**src/hdl/bus_pkg.sv**
```systemverilog
package bus_pkg;

  // plain word and byte address
  typedef logic [31:0] word_t;
  typedef logic [31:0] addr_t;

  // ram geometry
  localparam int RAM_WORDS = 1024;
  localparam int RAM_ADDR_BITS = $clog2(RAM_WORDS);
  localparam int BYTE_BITS = 2;

  // busy cycles before each access takes effect
  localparam int RAM_LATENCY = 2;

  // request from one cache port
  typedef struct packed {
    logic  ren;
    logic  wen;
    addr_t addr;
    word_t store;
  } cache_req_t;

  // mem_wait stays high until the access is done
  typedef struct packed {
    logic  mem_wait;
    word_t load;
  } cache_resp_t;

  // arbiter to ram
  typedef struct packed {
    logic  ren;
    logic  wen;
    addr_t addr;
    word_t store;
  } ram_req_t;

  typedef struct packed {
    logic  busy;
    word_t load;
  } ram_resp_t;

endpackage
```
**src/hdl/scratchpad_pkg.sv**
```systemverilog
package scratchpad_pkg;

  // low word sits at the lower address
  typedef logic [63:0] dword_t;

  // tile geometry
  localparam int TILE_ROWS = 4;
  typedef logic [$clog2(TILE_ROWS)-1:0] row_idx_t;

  // byte strides inside a tile
  localparam bus_pkg::addr_t ROW_STRIDE = 32'd8;
  localparam bus_pkg::addr_t HALF_STRIDE = 32'd4;

  // held until the transfer completes
  typedef struct packed {
    logic           load;
    logic           store;
    bus_pkg::addr_t load_addr;
    bus_pkg::addr_t store_addr;
    dword_t         store_data;
  } sp_req_t;

  // one finished row, hit is a one-cycle pulse
  typedef struct packed {
    logic     hit;
    row_idx_t row;
    dword_t   data;
  } sp_row_t;

  typedef dword_t [TILE_ROWS-1:0] tile_t;

endpackage

```
**src/hdl/memory_arbiter.sv**
```systemverilog
`timescale 1ns/1ps

module memory_arbiter (
  input  logic                    CLK,
  input  logic                    nRST,
  input  bus_pkg::cache_req_t     dcache_req,
  input  bus_pkg::cache_req_t     icache_req,
  output bus_pkg::cache_resp_t    dcache_resp,
  output bus_pkg::cache_resp_t    icache_resp,
  input  scratchpad_pkg::sp_req_t sp_req,
  output logic                    sp_store_hit,
  output scratchpad_pkg::sp_row_t sp_row,
  output bus_pkg::ram_req_t       ram_req,
  input  bus_pkg::ram_resp_t      ram_resp
);

  typedef enum logic [2:0] {
    IDLE,
    WAIT_RAM,
    LOAD_LO,
    LOAD_HI,
    STORE_LO,
    STORE_HI
  } state_t;

  state_t state, next_state;

  scratchpad_pkg::row_idx_t row_cnt, next_row_cnt;
  logic grant_d, next_grant_d;
  logic load_hold, next_load_hold;

  // row sequencing strobes
  logic lo_en;
  logic row_done;

  // payload of the row in flight
  bus_pkg::word_t lo_word;
  logic row_hit;
  scratchpad_pkg::row_idx_t row_idx;
  scratchpad_pkg::dword_t row_data;

  bus_pkg::addr_t row_base;
  bus_pkg::cache_req_t granted;
  logic sp_load_go;
  logic dcache_active;
  logic icache_active;

  // cache request onto the ram bus, write wins over read
  function automatic bus_pkg::ram_req_t to_ram(input bus_pkg::cache_req_t req);
    bus_pkg::ram_req_t r;
    r.wen = req.wen;
    r.ren = req.ren && !req.wen;
    r.addr = req.addr;
    r.store = req.store;
    return r;
  endfunction

  assign row_base = sp_req.load_addr
                  + bus_pkg::addr_t'(row_cnt) * scratchpad_pkg::ROW_STRIDE;

  // a finished load must be released before the next one starts
  assign sp_load_go = sp_req.load && !load_hold;

  assign dcache_active = dcache_req.ren | dcache_req.wen;
  assign icache_active = icache_req.ren | icache_req.wen;
  assign granted = grant_d ? dcache_req : icache_req;

  always_ff @(posedge CLK, negedge nRST) begin
    if (!nRST) begin
      state <= IDLE;
      row_cnt <= '0;
      grant_d <= 1'b0;
      load_hold <= 1'b0;
      row_hit <= 1'b0;
    end
    else begin
      state <= next_state;
      row_cnt <= next_row_cnt;
      grant_d <= next_grant_d;
      load_hold <= next_load_hold;
      row_hit <= row_done;
    end
  end

  always_ff @(posedge CLK) begin
    if (lo_en) begin
      lo_word <= ram_resp.load;
    end
    if (row_done) begin
      row_idx <= row_cnt;
      row_data <= {ram_resp.load, lo_word};
    end
  end

  assign sp_row.hit = row_hit;
  assign sp_row.row = row_idx;
  assign sp_row.data = row_data;

  always_comb begin
    next_state = state;
    next_row_cnt = row_cnt;
    next_grant_d = grant_d;
    next_load_hold = load_hold && sp_req.load;
    ram_req = '0;
    dcache_resp.mem_wait = 1'b1;
    icache_resp.mem_wait = 1'b1;
    dcache_resp.load = ram_resp.load;
    icache_resp.load = ram_resp.load;
    sp_store_hit = 1'b0;
    lo_en = 1'b0;
    row_done = 1'b0;
    case (state)
      IDLE: begin
        // scratchpad load, scratchpad store, dcache, icache
        if (sp_load_go) begin
          next_state = LOAD_LO;
          next_row_cnt = '0;
        end
        else if (sp_req.store) begin
          next_state = STORE_LO;
        end
        else if (dcache_active) begin
          ram_req = to_ram(dcache_req);
          next_grant_d = 1'b1;
          next_state = WAIT_RAM;
        end
        else if (icache_active) begin
          ram_req = to_ram(icache_req);
          next_grant_d = 1'b0;
          next_state = WAIT_RAM;
        end
      end
      WAIT_RAM: begin
        ram_req = to_ram(granted);
        if (!(granted.ren || granted.wen)) begin
          next_state = IDLE;
        end
        else if (!ram_resp.busy) begin
          if (grant_d) begin
            dcache_resp.mem_wait = 1'b0;
          end
          else begin
            icache_resp.mem_wait = 1'b0;
          end
          next_state = IDLE;
        end
      end
      LOAD_LO: begin
        ram_req.ren = 1'b1;
        ram_req.addr = row_base;
        if (!sp_req.load) begin
          next_state = IDLE;
        end
        else if (!ram_resp.busy) begin
          lo_en = 1'b1;
          next_state = LOAD_HI;
        end
      end
      LOAD_HI: begin
        ram_req.ren = 1'b1;
        ram_req.addr = row_base + scratchpad_pkg::HALF_STRIDE;
        if (!sp_req.load) begin
          next_state = IDLE;
        end
        else if (!ram_resp.busy) begin
          row_done = 1'b1;
          if (row_cnt == scratchpad_pkg::row_idx_t'(scratchpad_pkg::TILE_ROWS - 1)) begin
            next_load_hold = 1'b1;
            next_state = IDLE;
          end
          else begin
            next_row_cnt = row_cnt + 1'b1;
            next_state = LOAD_LO;
          end
        end
      end
      STORE_LO: begin
        ram_req.wen = 1'b1;
        ram_req.addr = sp_req.store_addr;
        ram_req.store = sp_req.store_data[31:0];
        if (!sp_req.store) begin
          next_state = IDLE;
        end
        else if (!ram_resp.busy) begin
          next_state = STORE_HI;
        end
      end
      STORE_HI: begin
        ram_req.wen = 1'b1;
        ram_req.addr = sp_req.store_addr + scratchpad_pkg::HALF_STRIDE;
        ram_req.store = sp_req.store_data[63:32];
        if (!sp_req.store) begin
          next_state = IDLE;
        end
        else if (!ram_resp.busy) begin
          sp_store_hit = 1'b1;
          next_state = IDLE;
        end
      end
      default: begin
        next_state = IDLE;
      end
    endcase
  end

endmodule

```
**config.mk**
```make
export PLATFORM = sky130hd
export DESIGN_NAME = memory_arbiter
export DESIGN_NICKNAME = d
export VERILOG_FILES = /design/src/hdl/bus_pkg.sv /design/src/hdl/scratchpad_pkg.sv /design/src/hdl/memory_arbiter.sv
export SDC_FILE = /design/constraint.sdc
export NUM_CORES = 1
export LEC_CHECK = 0
export ABC_AREA = 1
export BUFFER_PORTS_ARGS = -buffer_cell sky130_fd_sc_hd__buf_2
export CAP_MARGIN = 40
export CORE_AREA = 2 2 195 197
export DETAILED_ROUTE_END_ITERATION = 8
export DIE_AREA = 0 0 197 199
export PLACE_DENSITY = 0.52
export RECOVER_POWER = 25
export REMOVE_ABC_BUFFERS = 1
export SLEW_MARGIN = 30
export SYNTH_ARGS = -nofsm -noshare
export SYNTH_HDL_FRONTEND = slang
export SYNTH_SLANG_ARGS = --single-unit
export TNS_END_PERCENT = 30
```
**constraint.sdc**
```tcl
create_clock -name CLK -period 8.4 [get_ports CLK]
set_input_delay 1.26 -clock CLK [delete_from_list [all_inputs] [get_ports CLK]]
set_output_delay 1.26 -clock CLK [all_outputs]
set_load 0.01 [all_outputs]
```
==> run_results.csv <==
group,metric,value,unit
routing,wl,37.9,mm
power_and_ir_drop,pwr-share-comb,0.527,
cells_and_area,regArea,0.00314,mm^2
flow_run,maxCapViolations,0,
worst_setup_path,critical_path_class,"input port to primary output",
synth,ys.flop_type,"edfxtp_1",
placement,place.gp.congestion,0.941,
floorplan,num_rows,71,
global_route,track_usage,0.183,
power_and_ir_drop,p_clk_frac,0.182,
synth,synthArstFlopShare,0.0755,
sta,clock-skew-final,0.0107,ns
floorplan,core_region_area,0.0371,mm^2
floorplan,die_width,197,um
floorplan,start_util,0.215,
synth,synth_top_area_cell,"edfxtp_1",
power_and_ir_drop,switching_share,0.436,
cells_and_area,n_fill_cell,4201,
synth,ys_seq_area_frac,0.394,
power_and_ir_drop,peakVddDrop,91.9,uV
clock_tree,cts.htree.levels,3,
synth,synth_commonest_cells,"444 x nand2_1, 98 x edfxtp_1, 96 x nand3_1",
routing,via_per_inst,4.61,
floorplan,io-pin-count,497,
placement,portBuffers,496,
sta,finalCritPeriodShare,0.644,
worst_setup_path,arrival,4.15,ns
clock_tree,cts_made_buffers,9,
power_and_ir_drop,pwr-share-seq,0.290,
worst_setup_path,cpMostUsedCell,"nand2_1",
sta,setup-tns-final,0,ns
synth,ys_warn_count,0,
power_and_ir_drop,power,2250,uW
worst_setup_path,critPathRequiredTime,7.14,ns
global_route,antenna_found_initial,16,
routing,routedWlPerCell,18.9,um
routing,dr.first_iter.drc_count,503,
clock_tree,postCtsHoldBufs,0,
worst_setup_path,worstSetupEndpointType,"primary output",
min_path,min_path_type,"flop to flop",
sta,slew_headroom,0.574,
sta,slew_viol_final,0,
routing,drtPass1Iterations,5,
synth,synth_area_leaders,"edfxtp_1 37%, nand2_1 21%, buf_4 6.2%",
sta,tightest_slew,0.638,ns
clock_tree,cts_root_buffer,"clkbuf_16",
synth,synth-seq-cells,106,
synth,synth.most_common_cell,"nand2_1",
floorplan,die-area,0.0392,mm^2
synth,synth.top_cell.area_share,0.369,
clock_tree,cts.sinks,106,
routing,vias,9267,
placement,place.detailed.hpwl,32.0,mm
clock_tree,clk_pin_slew_worst_paths,0.07,ns
synth,netlist_area,0.00797,mm^2
power_and_ir_drop,p_int,1270,uW
sta,hold_viol_final,0,
clock_tree,ctsResizeCount,0,
cells_and_area,drive_gt1_frac,0.352,
sta,final-setup-viol-count,0,
synth,syn_inst,1108,
clock_tree,clk_path_buf_depth,2,
worst_setup_path,start_kind,"input port",
global_route,grt_pass1_vias,8533,
worst_setup_path,slowest_stage,"fa_1",
sta,layout_min_cycle_time,5.41,ns
cells_and_area,fin_nets,1829,
clock_tree,clk_latency,0.34,ns
power_and_ir_drop,power.switching,983,uW
cells_and_area,synthToLayoutAreaGrowth,35.5,%
power_and_ir_drop,power_leakage,0.00510,uW
sta,clock.fmax,185,MHz
routing,drc,0,
clock_tree,post-cts-setup-buffers,0,
global_route,grt_overflow,0,
floorplan,fp.dieH,199,um
routing,ant_nets,0,
power_and_ir_drop,cellPowerDensity,209,mW/mm^2
cells_and_area,multiInputGateArea,0.00388,mm^2
synth,ys_types,46,
global_route,grt_pass1_wl,52.5,mm
worst_setup_path,cp_slowest_stage_delay,0.51,ns
worst_setup_path,path_max_fanout,6,
global_route,grt_max_degree,69,
synth,syn_avg_cell_area,7.19,um^2
sta,grt_setup_unrepaired,"no",
worst_setup_path,cp_cell_sequence,"buf_2 -> ha_1 -> fa_1 -> nand3_1 -> nor2_2 -> nand2_1 -> nand2_1 -> o21ai_2 -> nand2_1 -> nor2_1 -> nand2_1 -> nor2_1 -> xor2_1 -> o21ai_0 -> buf_2",
synth,synth_edf_count,98,
run_status,status,"finished clean",
clock_tree,cts_tree,"yes",
==> registers in the layout (all words and copies together), names as in the netlist <==
name	count
load_hold	1
lo_word	32
row_idx	2
grant_d	1
row_data	64
state	3
row_cnt	2
row_hit	1
==> metrics by stage <==
stage               cells  hold WS, ns   util  area, um^2  setup WS, ns
floorplan            1009        0.400      -        7320          1.88
global placement     1987        0.401  0.282       10500          3.02
detailed placement   1989        0.405  0.283       10500          3.09
CTS                  2004        0.421  0.291       10800          3.06
global route         2007        0.428  0.291       10800          2.78
finish               2010        0.416  0.291       10800          2.99
==> routing by layer <==
layer  share of wire  track usage  up-vias
met5          0.0021            0        -
met4           0.041       0.0771       12
met2            0.51        0.344      480
met1            0.37        0.200     4217
met3           0.068       0.0371       70
li1                -            -     4488
==> cells in the final DEF, fill, tap and decap left out, types with 3 or more instances in the layout <==
cell type    n
o21bai_1     5
nand4_1     49
ha_1         4
o21ai_1      6
inv_2        5
a21oi_1      4
a31oi_1     13
or2_2        6
o21ai_2      3
nor3_1       9
a32o_1       4
a221oi_1    11
o21ai_0     25
clkbuf_16    9
inv_6        3
inv_1       75
nand3_1     96
diode_2      5
edfxtp_1    98
nor2_4       7
a211oi_1     4
nor2_1      83
nand2_1    443
nand3_2      4
clkbuf_1    33
xor2_1       7
buf_4        8
dfrtp_1      8
buf_2      464
nand2_2      8
nor2_2      10
==> power groups by stage <==
stage / Sequential, uW / Clock (uW) / Combinational (uW)
final: 654 / 411 / 1190
after global routing: 659 / 445 / 1310
after detailed placement: 667 / 0 / 1200
after CTS: 655 / 428 / 1210
after floorplan: 668 / 0 / 609
after global placement: 667 / 0 / 1190
==> path summary, 6_finish.rpt <==
path,slack (ns),start,depth (start not counted),endpoint
min in group asynchronous,0.84,nRST,1,state[1]
max,2.99,sp_req[99],15,ram_req[46]
max in group asynchronous,7.24,nRST,1,row_cnt[1]
max reg2reg,5.31,state[1],10,lo_word[10]
min,0.42,lo_word[26],0,row_data[26]
min reg2reg,0.42,lo_word[26],0,row_data[26]
==> cell families after synthesis <==
group,Yosys count,share of synthesized area
buffers and inverters,182,0.121
flip-flops,106,0.394
adder cells (fa/ha/maj),5,0.00879
XOR/XNOR,9,0.00989
AND/OR/NAND/NOR,719,0.390
AO/OA/AOI/OAI,87,0.0763
==> critical path, delay by kind of cell <==
kind | cells | cell delay [ns]
buf+inv | 2 | 0.32
simple gates | 8 | 1.03
xor+xnor | 1 | 0.11
fa+ha+maj | 2 | 0.76
compound gates | 2 | 0.67
==> layout make-up <==
type / instances / share of cell area
Antenna cell: 5 / 0.00116
Timing Repair Buffer: 507 / 0.238
Sequential cell: 106 / 0.291
Clock buffer: 10 / 0.0212
Tap cell: 474 / 0.0549
Inverter: 83 / 0.0290
Clock inverter: 5 / 0.00568
Multi-Input combinational cell: 820 / 0.359
Note: power is estimated with default switching activity, not from simulation.
