`config.mk`:
```
export PLATFORM = sky130hd
export DESIGN_NAME = scratchpad_tile_buffer
export DESIGN_NICKNAME = d
export VERILOG_FILES = /design/src/hdl/bus_pkg.sv /design/src/hdl/scratchpad_pkg.sv /design/src/hdl/scratchpad_tile_buffer.sv
export SDC_FILE = /design/constraint.sdc
export NUM_CORES = 1
export LEC_CHECK = 0
export BUFFER_PORTS_ARGS = -buffer_cell sky130_fd_sc_hd__buf_2
export CAP_MARGIN = 20
export CORE_MARGIN = 3
export CORE_UTILIZATION = 45
export DETAILED_ROUTE_END_ITERATION = 12
export PLACE_DENSITY_LB_ADDON = 0.08
export SLEW_MARGIN = 20
export SYNTH_ARGS = -nofsm -noshare
export SYNTH_HDL_FRONTEND = slang
export SYNTH_SLANG_ARGS = --single-unit
```
`constraint.sdc`:
```
create_clock -name CLK -period 2 [get_ports CLK]
set_input_delay 0.4 -clock CLK [delete_from_list [all_inputs] [get_ports CLK]]
set_output_delay 0.4 -clock CLK [all_outputs]
set_load 0.01 [all_outputs]
```
`src/hdl/bus_pkg.sv`:
```
package bus_pkg;

  // plain word and byte address
  typedef logic [31:0] word_t;
  typedef logic [31:0] addr_t;

  // ram geometry
  localparam int RAM_WORDS = 1024;
  localparam int RAM_ADDR_BITS = $clog2(RAM_WORDS);
  localparam int BYTE_BITS = 2;

  // busy cycles before each access takes effect
  localparam int RAM_LATENCY = 2;

  // request from one cache port
  typedef struct packed {
    logic  ren;
    logic  wen;
    addr_t addr;
    word_t store;
  } cache_req_t;

  // mem_wait stays high until the access is done
  typedef struct packed {
    logic  mem_wait;
    word_t load;
  } cache_resp_t;

  // arbiter to ram
  typedef struct packed {
    logic  ren;
    logic  wen;
    addr_t addr;
    word_t store;
  } ram_req_t;

  typedef struct packed {
    logic  busy;
    word_t load;
  } ram_resp_t;

endpackage
```
`src/hdl/scratchpad_pkg.sv`:
```
package scratchpad_pkg;

  // low word sits at the lower address
  typedef logic [63:0] dword_t;

  // tile geometry
  localparam int TILE_ROWS = 4;
  typedef logic [$clog2(TILE_ROWS)-1:0] row_idx_t;

  // byte strides inside a tile
  localparam bus_pkg::addr_t ROW_STRIDE = 32'd8;
  localparam bus_pkg::addr_t HALF_STRIDE = 32'd4;

  // held until the transfer completes
  typedef struct packed {
    logic           load;
    logic           store;
    bus_pkg::addr_t load_addr;
    bus_pkg::addr_t store_addr;
    dword_t         store_data;
  } sp_req_t;

  // one finished row, hit is a one-cycle pulse
  typedef struct packed {
    logic     hit;
    row_idx_t row;
    dword_t   data;
  } sp_row_t;

  typedef dword_t [TILE_ROWS-1:0] tile_t;

endpackage

```
`src/hdl/scratchpad_tile_buffer.sv`:
```
`timescale 1ns/1ps

module scratchpad_tile_buffer (
  input  logic                    CLK,
  input  logic                    nRST,
  input  scratchpad_pkg::sp_row_t sp_row,
  input  logic                    tile_ack,
  output scratchpad_pkg::tile_t   tile,
  output logic                    tile_valid
);

  logic [scratchpad_pkg::TILE_ROWS-1:0] fill_mask;
  logic [scratchpad_pkg::TILE_ROWS-1:0] next_mask;
  logic [scratchpad_pkg::TILE_ROWS-1:0] row_bit;

  // slot of the incoming row
  always_comb begin
    row_bit = '0;
    if (sp_row.hit) begin
      row_bit[sp_row.row] = 1'b1;
    end
  end

  // ack empties the mask, a same-cycle row still lands
  assign next_mask = (tile_ack ? '0 : fill_mask) | row_bit;

  always_ff @(posedge CLK, negedge nRST) begin
    if (!nRST) begin
      fill_mask <= '0;
      tile_valid <= 1'b0;
    end
    else begin
      fill_mask <= next_mask;
      tile_valid <= &next_mask;
    end
  end

  // rows of a later load overwrite in place
  always_ff @(posedge CLK) begin
    if (sp_row.hit) begin
      tile[sp_row.row] <= sp_row.data;
    end
  end

endmodule

```
==> results of run 1 <==
cell usage after synthesis:
master / n
a21o_1: 4
a22oi_2: 1
a2bb2oi_1: 1
and2_2: 1
and2b_2: 1
and3_2: 1
dfrtp_1: 5
edfxtp_1: 256
inv_1: 1
mux2_2: 1
mux2i_1: 1
nand2_1: 1
nor2_1: 1
nor2b_1: 1
nor3_2: 1
metrics by stage:
step / hold slack (ps) / total power [mW] / area (sq um)
detailed placement: 221.1 / 7.135 / 9986
CTS: 47.19 / 11.63 / 10790
global placement: 215.3 / 7.122 / 9986
floorplan: 104.4 / 6.694 / 7944
global route: 64.77 / 11.92 / 10790
finish: 69.40 / 11.49 / 10790
registers in the layout, indices dropped and copies added (netlist names):
| name | count |
|---|---|
| fill_mask | 4 |
| tile | 256 |
| tile_valid | 1 |
where the power goes:
part	internal (mW)	switching, mW	total [mW]
sequential	6.30	0.0693	6.37
clock	2.67	1.81	4.48
combinational	0.238	0.402	0.640
total	9.20	2.29	11.5
cell families (layout without fill, tap and decap cells):
group / after synthesis / count (layout)
AO/OA/AOI/OAI: 6 / 6
buffers and inverters: 1 / 379
flip-flops: 261 / 261
multiplexers: 2 / 2
AND/OR/NAND/NOR: 7 / 7
path summary, 6_finish.rpt:
kind,start,endpoint,slack (ps),depth (start not counted)
min in group asynchronous,nRST,fill_mask[1],250,2
max reg2reg,fill_mask[1],tile_valid,1000,3
max in group asynchronous,nRST,fill_mask[3],1620,2
min,tile_ack,tile_valid,70,2
max,tile[109],tile[109],540,1
min reg2reg,fill_mask[0],fill_mask[0],550,1
layout make-up:
type,instances,area [sq um],area share
Clock buffer,27,633.1,0.05868
Sequential cell,261,7812,0.7241
Tap cell,220,275.3,0.02551
Multi-Input combinational cell,15,127.6,0.01183
Inverter,1,3.754,0.0003479
Clock inverter,16,160.2,0.01484
Timing Repair Buffer,335,1777,0.1647
routing by layer:
metal,wire (um),GRT usage,part of all wire
met1,6094,0.1934,0.35
met4,755,0.07827,0.043
met5,13,0,0.00075
met2,8912,0.3035,0.51
met3,1657,0.06000,0.095
repair_timing:
item	CTS	global route
hold endpoints to repair	5	0
hold buffers	1	0
setup buffers	0	0
==> flow_summary.rst, run 1 <==
.. list-table::
   :header-rows: 1

   * - Metric
     - Value
   * - Count of input and output buffers
     - ~330
   * - Placed wire-length estimate after detailed placement
     - 12130 um
   * - Most used cells in the layout excluding fill and tap cells
     - 326 x buf_2, 256 x edfxtp_1, 25 x clkbuf_16
   * - Routability Congestion
     - 0.7761
   * - Leakage power total
     - around 4.2 nW
   * - Clock input transition at the sequential cells of the worst setup and hold paths
     - approximately 60 ps
   * - Pwr per Cell Area
     - approximately 1100 nW/um^2
   * - Vias
     - slightly above 4000
   * - Critical Path, Cell by Cell
     - buf_2
   * - Final std cells w/o fill
     - roughly 880
   * - Final core utilization
     - 0.6370
   * - Sequential-to-total area share from yosys stat
     - 0.9844
   * - Setup TNS Final
     - 0 ps
   * - Worst setup EP type
     - primary output
   * - Clock Tree Root
     - clkbuf_16
   * - Mux contribution to synthesized area
     - 0.002680
   * - Most common library cell in the layout ignoring fill and taps
     - buf_2
   * - Synth cell types
     - 15
   * - Endpoint required time on the critical path
     - ~1600 ps
   * - Worst-case setup slack after placement
     - around 370 ps
   * - Number of inserted diodes
     - 0
   * - Initial core utilization
     - 0.4686
   * - Pin count of the biggest net entering global routing
     - about 60
   * - First drt pass iteration count
     - 4
   * - Avg Cell Area, Syn
     - approximately 29 sq um
   * - Total wire length after detailed routing
     - roughly 17000 um
   * - Share of post-route cells with drive strength above 1
     - 0.5771
   * - I/O Pins
     - between 300 and 400
   * - Post-synth top area cell
     - edfxtp_1
   * - Maximum cell stage delay along the critical path
     - between 400 and 500 ps
   * - Largest family of logic cells by synthesized area
     - compound AO/OA/AOI/OAI gates
   * - Overall die height
     - ~140 um
   * - Setup-violating endpoint count in the final report
     - 0
   * - Startpoint class of the critical path
     - flip-flop
   * - Number of global-route vias before repair
     - roughly 4400
   * - CTS tree
     - built
   * - Resized cells post-CTS
     - 0
   * - Final hold violation count
     - 0
   * - Kind of cell adding the most delay to the critical path
     - flip-flops
   * - Max_slew headroom
     - 0.7576
   * - Post-route setup slack
     - 542.7 ps
   * - Synthesis-to-layout area growth
     - 35.95%
   * - Maximum buffer depth of the clock tree
     - 3
   * - Via density per instance
     - approximately 4.7
   * - Worst VDD drop
     - 0.7874 mV
   * - Total core area
     - 16940 sq um
   * - Maximum clock frequency
     - slightly below 0.7 GHz
   * - Placed cell count
     - slightly above 800
   * - Die area
     - between 15000 and 20000 sq um
   * - Synthesized-area fraction occupied by and/or/nand/nor cells
     - 0.005991
   * - Fin nets
     - slightly above 700
   * - Number of antenna violations at the first check in global routing
     - 1
   * - Worst min-delay path class
     - primary input to flip-flop
   * - Transition time at the pin with the least slew margin
     - roughly 360 ps
   * - Yosys synthesis warning count
     - 0
   * - Number of clock sinks
     - 261
   * - Drt wl/cell
     - about 20 um
   * - Unrepaired setup endpoints after global routing
     - no
   * - Area share of xor/xnor cells in the synthesized design
     - 0
   * - Leftover overflow at the end of global routing
     - 0
   * - Complex-gate fraction of the synthesized area
     - 0.006464
   * - Global-route wire length before repair
     - between 20000 and 30000 um
   * - Antenna violation net count after detailed routing
     - 0
   * - Critical path data arrival time
     - about 1100 ps
   * - Max Slew Vio Count
     - 0
   * - Class of the most critical setup path
     - flip-flop to primary output
   * - Number of standard cells after synthesis
     - ~280
   * - Max_cap viols
     - 0
   * - Top post-synthesis cells by area
     - edfxtp_1 97%, dfrtp_1 1.6%, a21o_1 0.38%
   * - Status
     - completed
   * - Fill cell total of the finished layout
     - ~1300
   * - Share of the cycle needed by the critical path after routing
     - 0.7287
   * - Synth top area share
     - 0.9686
   * - Net count after synthesis
     - ~350
   * - Syn Std Cell Area
     - between 7000 and 8000 sq um
   * - Count of routing violations after the opening detailed-route iteration
     - between 150 and 200
   * - Htree depth
     - 1
   * - GRT Overall Usage
     - 0.1741
   * - Maximum fanout along the worst path
     - 1
   * - Fraction of the mapped netlist area in adder cells
     - 0
   * - Die Width
     - between 100 and 150 um
   * - Drc violations
     - 0
   * - Buf/Inv on CP
     - 1
   * - Number of register bits inferred by synthesis
     - 261
   * - Final Critical Period
     - around 1500 ps
   * - Clock buffer count from CTS
     - 25
   * - Placement row count
     - 47
   * - Final Skew
     - approximately 0.84 ps
   * - Insertion delay to the later sink of the worst-skew pair
     - 500 ps
   * - Slowest library cell on the worst path
     - edfxtp_1
(Power assumes the default switching activity.)
==> run 2, diff against run 1 <==
--- a/config.mk
+++ b/config.mk
@@ -8,7 +8,7 @@
 export BUFFER_PORTS_ARGS = -buffer_cell sky130_fd_sc_hd__buf_2
 export CAP_MARGIN = 20
 export CORE_MARGIN = 3
-export CORE_UTILIZATION = 45
+export CORE_UTILIZATION = 43
 export DETAILED_ROUTE_END_ITERATION = 12
 export PLACE_DENSITY_LB_ADDON = 0.08
 export SLEW_MARGIN = 20
==> constraint.sdc (replaced) <==
create_clock -name CLK -period 1.26 [get_ports CLK]
set_input_delay 0.252 -clock CLK [delete_from_list [all_inputs] [get_ports CLK]]
set_output_delay 0.252 -clock CLK [all_outputs]
set_load 0.01 [all_outputs]
==> run 2 against run 1 <==
The run now ends with negative setup slack left. Sequential share of layout area is 5.6 points lower. Register-to-register slack worse by 730 ps. Via count is 7.8% higher. First-iteration DRC count is 22% higher. Global-route usage hardly changed. Clock power is 69% higher. Core utilization is 1.2 points higher. Critical endpoint is now tile[70].
==> flow_summary.rst, run 2 (synthesis results as in run 1) <==
.. list-table::
   :header-rows: 1

   * - Metric
     - Value
   * - Synthesis-to-layout area growth
     - 47.31%
   * - Count of input and output buffers
     - 326
   * - Placement row count
     - a little under 50
   * - Most used cells in the layout excluding fill and tap cells
     - 323 x buf_2, 256 x edfxtp_1, 66 x dlygate4sd3_1
   * - Share of total power in combinational logic
     - 0.065
   * - Drc violations
     - 0
   * - Maximum buffer depth of the clock tree
     - 3
   * - Critical Path, Cell by Cell
     - buf_2
   * - Setup TNS Final
     - -2172 ps
   * - Die Width
     - between 100 and 150 um
   * - Net switching power
     - 3.730 mW
   * - Leftover overflow at the end of global routing
     - 0
   * - Part of the total power dissipated in sequential elements
     - 0.535
   * - Worst VDD drop
     - approximately 1.0 mV
   * - Status
     - finished with violations
   * - Worst-case setup slack after placement
     - -65.33 ps
   * - Post-route setup slack
     - -60.30 ps
   * - Setup-violating endpoint count in the final report
     - roughly 140
   * - Maximum cell stage delay along the critical path
     - slightly above 400 ps
   * - Maximum fanout along the worst path
     - 1
   * - Maximum clock frequency
     - roughly 0.76 GHz
   * - Pwr per Cell Area
     - around 1600 nW/um^2
   * - Max Slew Vio Count
     - 0
   * - Number of antenna violations at the first check in global routing
     - 0
   * - First drt pass iteration count
     - 4
   * - Total core area
     - ~18000 sq um
   * - Critical path data arrival time
     - approximately 1100 ps
   * - Leakage power total
     - ~4.6 nW
   * - Insertion delay to the later sink of the worst-skew pair
     - 500 ps
   * - Cell Int Power
     - approximately 15 mW
   * - Placed wire-length estimate after detailed placement
     - around 13000 um
   * - Max_cap viols
     - 0
   * - Initial core utilization
     - 0.4403
   * - Violations in the final reports
     - negative setup slack
   * - Class of the most critical setup path
     - flip-flop to primary output
   * - Leading registers by flop count
     - tile x256, fill_mask x4, tile_valid x1
   * - Via density per instance
     - about 4.6
   * - Routability Congestion
     - ~0.79
   * - Number of global-route vias before repair
     - ~4600
   * - Unrepaired setup endpoints after global routing
     - yes
   * - Final Critical Period
     - roughly 1300 ps
   * - Overall die height
     - 141.9 um
   * - Share of the cycle needed by the critical path after routing
     - 1.048
   * - Share of post-route cells with drive strength above 1
     - 0.5361
   * - Max_slew headroom
     - 0.8577
   * - Vias
     - around 4400
   * - Transition time at the pin with the least slew margin
     - approximately 210 ps
   * - Number of inserted diodes
     - 0
   * - GRT Overall Usage
     - 0.1737
   * - Count of routing violations after the opening detailed-route iteration
     - roughly 210
   * - Clock input transition at the sequential cells of the worst setup and hold paths
     - 60 ps
   * - Final hold violation count
     - 0
   * - Clock buffer count from CTS
     - 26
   * - Worst Reg-to-Reg Cells
     - 3
   * - Worst setup EP type
     - primary output
   * - Total power after layout
     - between 15 and 20 mW
   * - Total number of cells along the worst setup path
     - 1
   * - Endpoint required time on the critical path
     - just over 1000 ps
   * - Clock Tree Root
     - clkbuf_16
   * - Worst min-delay path class
     - primary input to async pin
   * - Count of buffers added by post-CTS timing repair for setup
     - 0
   * - Number of clock sinks
     - between 200 and 300
   * - Startpoint class of the critical path
     - flip-flop
   * - Final Skew
     - approximately 2.2 ps
   * - I/O Pins
     - between 300 and 400
   * - Largest Register
     - tile
   * - Most common library cell in the layout ignoring fill and taps
     - buf_2
   * - Clock share of power
     - 0.401
   * - Kind of cell adding the most delay to the critical path
     - flip-flops
   * - Total wire length after detailed routing
     - ~18000 um
   * - Global-route wire length before repair
     - approximately 27000 um
   * - Die area
     - ~20000 sq um
   * - Htree depth
     - 1
   * - Max FFs per register
     - around 260
   * - Buf/Inv on CP
     - 1
   * - Drt wl/cell
     - 18.95 um
   * - CTS tree
     - built
   * - Slowest library cell on the worst path
     - edfxtp_1
   * - Pin count of the biggest net entering global routing
     - 34
   * - Fin nets
     - 785
   * - Switching Fraction
     - 0.1973
   * - Antenna violation net count after detailed routing
     - 0
-- run 2: cell count changes in the layout (fill, tap and decap cells not counted), moves of 4 or more --
cell,delta
clkbuf_8,+5
clkbuf_1,+5
clkinv_1,-4
dlygate4sd3_1,+65
buf_4,+7
-- run 2: repair_timing --
item | in CTS | in global routing
resized for setup | 2 | 3
endpoints found under the setup margin | 256 | 257
hold buffers | 66 | 0
hold endpoints to repair | 261 | 0
-- run 2: cell type report --
type / instances / area [sq um]
Inverter: 1 / 3.754
Fill cell: 1276 / 6334
Clock inverter: 9 / 101.3
Clock buffer: 39 / 770.7
Tap cell: 229 / 286.5
Sequential cell: 261 / 7812
Timing Repair Buffer: 410 / 2559
Multi-Input combinational cell: 15 / 157.7
-- run 2: per-stage QoR --
| stage | utilization | hold slack [ps] | instances | cell area [sq um] |
|---|---|---|---|---|
| floorplan | - | -43.59 | 277 | 7974 |
| finish | 0.6486 | 126.5 | 964 | 11690 |
| CTS | 0.6479 | 110.0 | 964 | 11680 |
| global route | 0.6486 | 123.2 | 964 | 11690 |
| global placement | 0.5625 | 68.25 | 850 | 10140 |
| detailed placement | 0.5625 | 77.30 | 850 | 10140 |
-- run 2: worst reg2reg max path: stages (launching register included) --
cell     delay, ps
dfrtp_1        400
mux2_2         280
a22oi_2        150
nor3_2          50
-- run 2: path summary, 6_finish.rpt --
path	from	endpoint	slack, ps
setup / recovery	tile[70]	tile[70]	-60
hold / removal	nRST	fill_mask[0]	130
setup reg to reg	fill_mask[0]	tile_valid	270
hold reg to reg	fill_mask[2]	fill_mask[2]	520
max in group asynchronous	nRST	tile_valid	1000
min in group CLK	sp_row[64]	tile_valid	290
-- run 2: metal layers --
metal	vias to the layer above	share of wire	track usage
li1	2011	-	-
met1	2181	0.37	0.2058
met2	212	0.52	0.3038
met3	37	0.084	0.05190
met4	0	0.028	0.05909
met5	-	0	0
-- run 2: power by group through the flow --
stage                     Clock (mW)  Combinational [mW]  Sequential (mW)
after global placement             0                1.06             10.3
after detailed placement           0                1.08             10.3
after CTS                       7.78                1.25             10.1
final                           7.57                1.22             10.1
after global routing            8.15                1.31             10.1
after floorplan                    0               0.122             10.5
==> run 3, diff against run 2 <==
--- a/config.mk
+++ b/config.mk
@@ -9,6 +9,7 @@
 export CAP_MARGIN = 20
 export CORE_MARGIN = 3
 export CORE_UTILIZATION = 43
+export CTS_BUF_LIST = sky130_fd_sc_hd__clkbuf_16
 export DETAILED_ROUTE_END_ITERATION = 12
 export PLACE_DENSITY_LB_ADDON = 0.08
 export SLEW_MARGIN = 20
==> run 3 against run 2 <==
The run still ends with negative setup slack left. Clock power is 4.9% lower. Combinational power hardly changed. Maximum frequency hardly changed. Cell area is 0.48% lower. Register-to-register slack hardly changed. Critical endpoint unchanged.
==> flow_summary.rst, run 3 (synthesis results as in run 1) <==
.. list-table::
   :header-rows: 1

   * - Metric
     - Value
   * - Die area
     - about 20000 sq um
   * - Endpoint required time on the critical path
     - just over 1000 ps
   * - Net switching power
     - 3.719 mW
   * - Placed cell count
     - 850
   * - First drt pass iteration count
     - 4
   * - Overall die height
     - 141.9 um
   * - Status
     - finished with violations
   * - Most used cells in the layout excluding fill and tap cells
     - 324 x buf_2, 256 x edfxtp_1, 66 x dlygate4sd3_1
   * - Drc violations
     - 0
   * - Fill cell total of the finished layout
     - 1279
   * - Source of the critical timing path
     - tile[70]
   * - Final Skew
     - between 2 and 2.5 ps
   * - Count of routing violations after the opening detailed-route iteration
     - approximately 190
   * - Drt wl/cell
     - ~19 um
   * - Busiest layer in global routing
     - met2
   * - Maximum cell stage delay along the critical path
     - about 410 ps
   * - Clock buffer count from CTS
     - 26
   * - Pin count of the biggest net entering global routing
     - 34
   * - Maximum clock frequency
     - between 0.7 and 0.8 GHz
   * - Met2 usage
     - 0.3035
   * - Number of clock sinks
     - between 200 and 300
   * - Startpoint class of the critical path
     - flip-flop
   * - Count of input and output buffers
     - around 330
   * - Critical Path, Cell by Cell
     - buf_2
   * - Transition time at the pin with the least slew margin
     - between 200 and 250 ps
   * - Class of the most critical setup path
     - flip-flop to primary output
   * - Htree depth
     - 1
   * - Worst min-delay path class
     - primary input to async pin
   * - Part of the total power dissipated in sequential elements
     - 0.545
   * - Kind of cell adding the most delay to the critical path
     - flip-flops
   * - Leakage power total
     - about 4.6 nW
   * - Maximum fanout along the worst path
     - 1
   * - Vias
     - around 4400
   * - Count of buffers added by post-CTS timing repair for setup
     - 0
   * - Final hold violation count
     - 0
   * - Placement row count
     - 49
   * - Leftover overflow at the end of global routing
     - 0
   * - Final Critical Period
     - roughly 1300 ps
   * - Final std cells w/o fill
     - about 960
   * - Share of post-route cells with drive strength above 1
     - 0.5293
   * - Unrepaired setup endpoints after global routing
     - yes
   * - Cell Int Power
     - 14.81 mW
   * - Setup-violating endpoint count in the final report
     - 140
   * - Initial core utilization
     - 0.4403
   * - Number of global-route vias before repair
     - 4627
   * - Die Width
     - ~140 um
   * - Clock input transition at the sequential cells of the worst setup and hold paths
     - about 60 ps
   * - Synthesis-to-layout area growth
     - 46.60%
   * - Share of the cycle needed by the critical path after routing
     - 1.047
   * - Worst setup EP type
     - primary output
   * - Total power after layout
     - 18.53 mW
   * - Worst flop-to-flop path startpoint
     - fill_mask[0]
   * - Number of antenna violations at the first check in global routing
     - 0
   * - I/O Pins
     - roughly 330
   * - Routability Congestion
     - slightly below 0.8
   * - Via density per instance
     - roughly 4.6
   * - Global-route wire length before repair
     - around 27000 um
   * - Post-route setup slack
     - -59.40 ps
   * - Met3 layer usage reported by global route
     - 0.05190
   * - GRT Overall Usage
     - 0.1738
   * - Setup TNS Final
     - -2157 ps
   * - Met1 Usage GRT
     - 0.2063
   * - Pwr per Cell Area
     - ~1600 nW/um^2
   * - Worst hold margin
     - approximately 130 ps
   * - Fin nets
     - around 790
   * - Max Slew Vio Count
     - 0
   * - Antenna violation net count after detailed routing
     - 0
   * - Most common library cell in the layout ignoring fill and taps
     - buf_2
   * - CTS tree
     - built
   * - Worst VDD drop
     - around 1.0 mV
   * - Buf/Inv on CP
     - 1
   * - Share of total power in combinational logic
     - 0.066
   * - Largest Register
     - tile
   * - Placed wire-length estimate after detailed placement
     - 12760 um
   * - Total core area
     - 18020 sq um
   * - Clock Tree Root
     - clkbuf_16
   * - Max FFs per register
     - between 200 and 300
   * - Slowest library cell on the worst path
     - edfxtp_1
   * - Insertion delay to the later sink of the worst-skew pair
     - roughly 500 ps
   * - Maximum buffer depth of the clock tree
     - 3
   * - Violations in the final reports
     - negative setup slack
   * - Critical path data arrival time
     - approximately 1100 ps
   * - Max_slew headroom
     - 0.8581
   * - Leading registers by flop count
     - tile x256, fill_mask x4, tile_valid x1
   * - Switching Fraction
     - 0.2007
   * - Max_cap viols
     - 0
   * - Clock share of power
     - 0.389
   * - Total wire length after detailed routing
     - 18240 um
   * - Number of inserted diodes
     - 0
-- run 3: cell count changes in the layout (fill, tap and decap cells not counted) --
cell / before / now
clkinv_1: 0 / 5
buf_6: 3 / 2
clkbuf_8: 5 / 0
inv_1: 1 / 8
buf_2: 323 / 324
clkbuf_1: 7 / 0
-- run 3: layout make-up --
| class | count | area (sq um) | area share |
|---|---|---|---|
| flip-flops and latches | 261 | 7812 | 0.6715 |
| repair buffers | 410 | 2552 | 0.2194 |
| clock buffers | 27 | 675.6 | 0.05807 |
| well taps | 229 | 286.5 | 0.02463 |
| multi-input cells | 15 | 157.7 | 0.01355 |
| clock inverters | 21 | 146.4 | 0.01258 |
| inverters | 1 | 3.754 | 0.0003226 |
-- run 3: power groups by stage --
| stage | clock network (mW) | registers, mW | logic, mW |
|---|---|---|---|
| global route | 7.78 | 10.1 | 1.31 |
| detailed placement | 0 | 10.3 | 1.08 |
| CTS | 7.41 | 10.1 | 1.25 |
| finish | 7.20 | 10.1 | 1.22 |
| floorplan | 0 | 10.5 | 0.122 |
| global placement | 0 | 10.3 | 1.06 |
-- run 3: path summary, 6_finish.rpt --
kind                           endpoint  slack, ps  cells after the start
max                            tile[70]        -60                      1
min                        fill_mask[0]        130                      2
max reg2reg                  tile_valid        270                      3
min reg2reg                fill_mask[2]        520                      1
max in group asynchronous    tile_valid       1000                      2
min in group CLK             tile_valid        290                      4
-- run 3: timing repair --
item                       in CTS  in global routing
gates cloned                    0                  0
resized for setup               2                  2
hold endpoints to repair      261                  0
setup endpoints to repair     256                257
hold buffers                   66                  0
-- run 3: stage by stage --
stage	utilization	instance area, sq um	setup slack [ps]
6_report	0.6455	11630	-59.40
5_1_grt	0.6455	11630	-113.7
4_1_cts	0.6451	11630	-95.06
3_5_place_dp	0.5625	10140	-65.33
3_3_place_gp	0.5625	10140	-32.36
2_1_floorplan	-	7974	-413.2
-- run 3: per-layer routing --
metal  part of all wire  wire length (um)
met1               0.37              6735
met2               0.52              9412
met3              0.087              1587
met4              0.028               508
met5                  0                 0
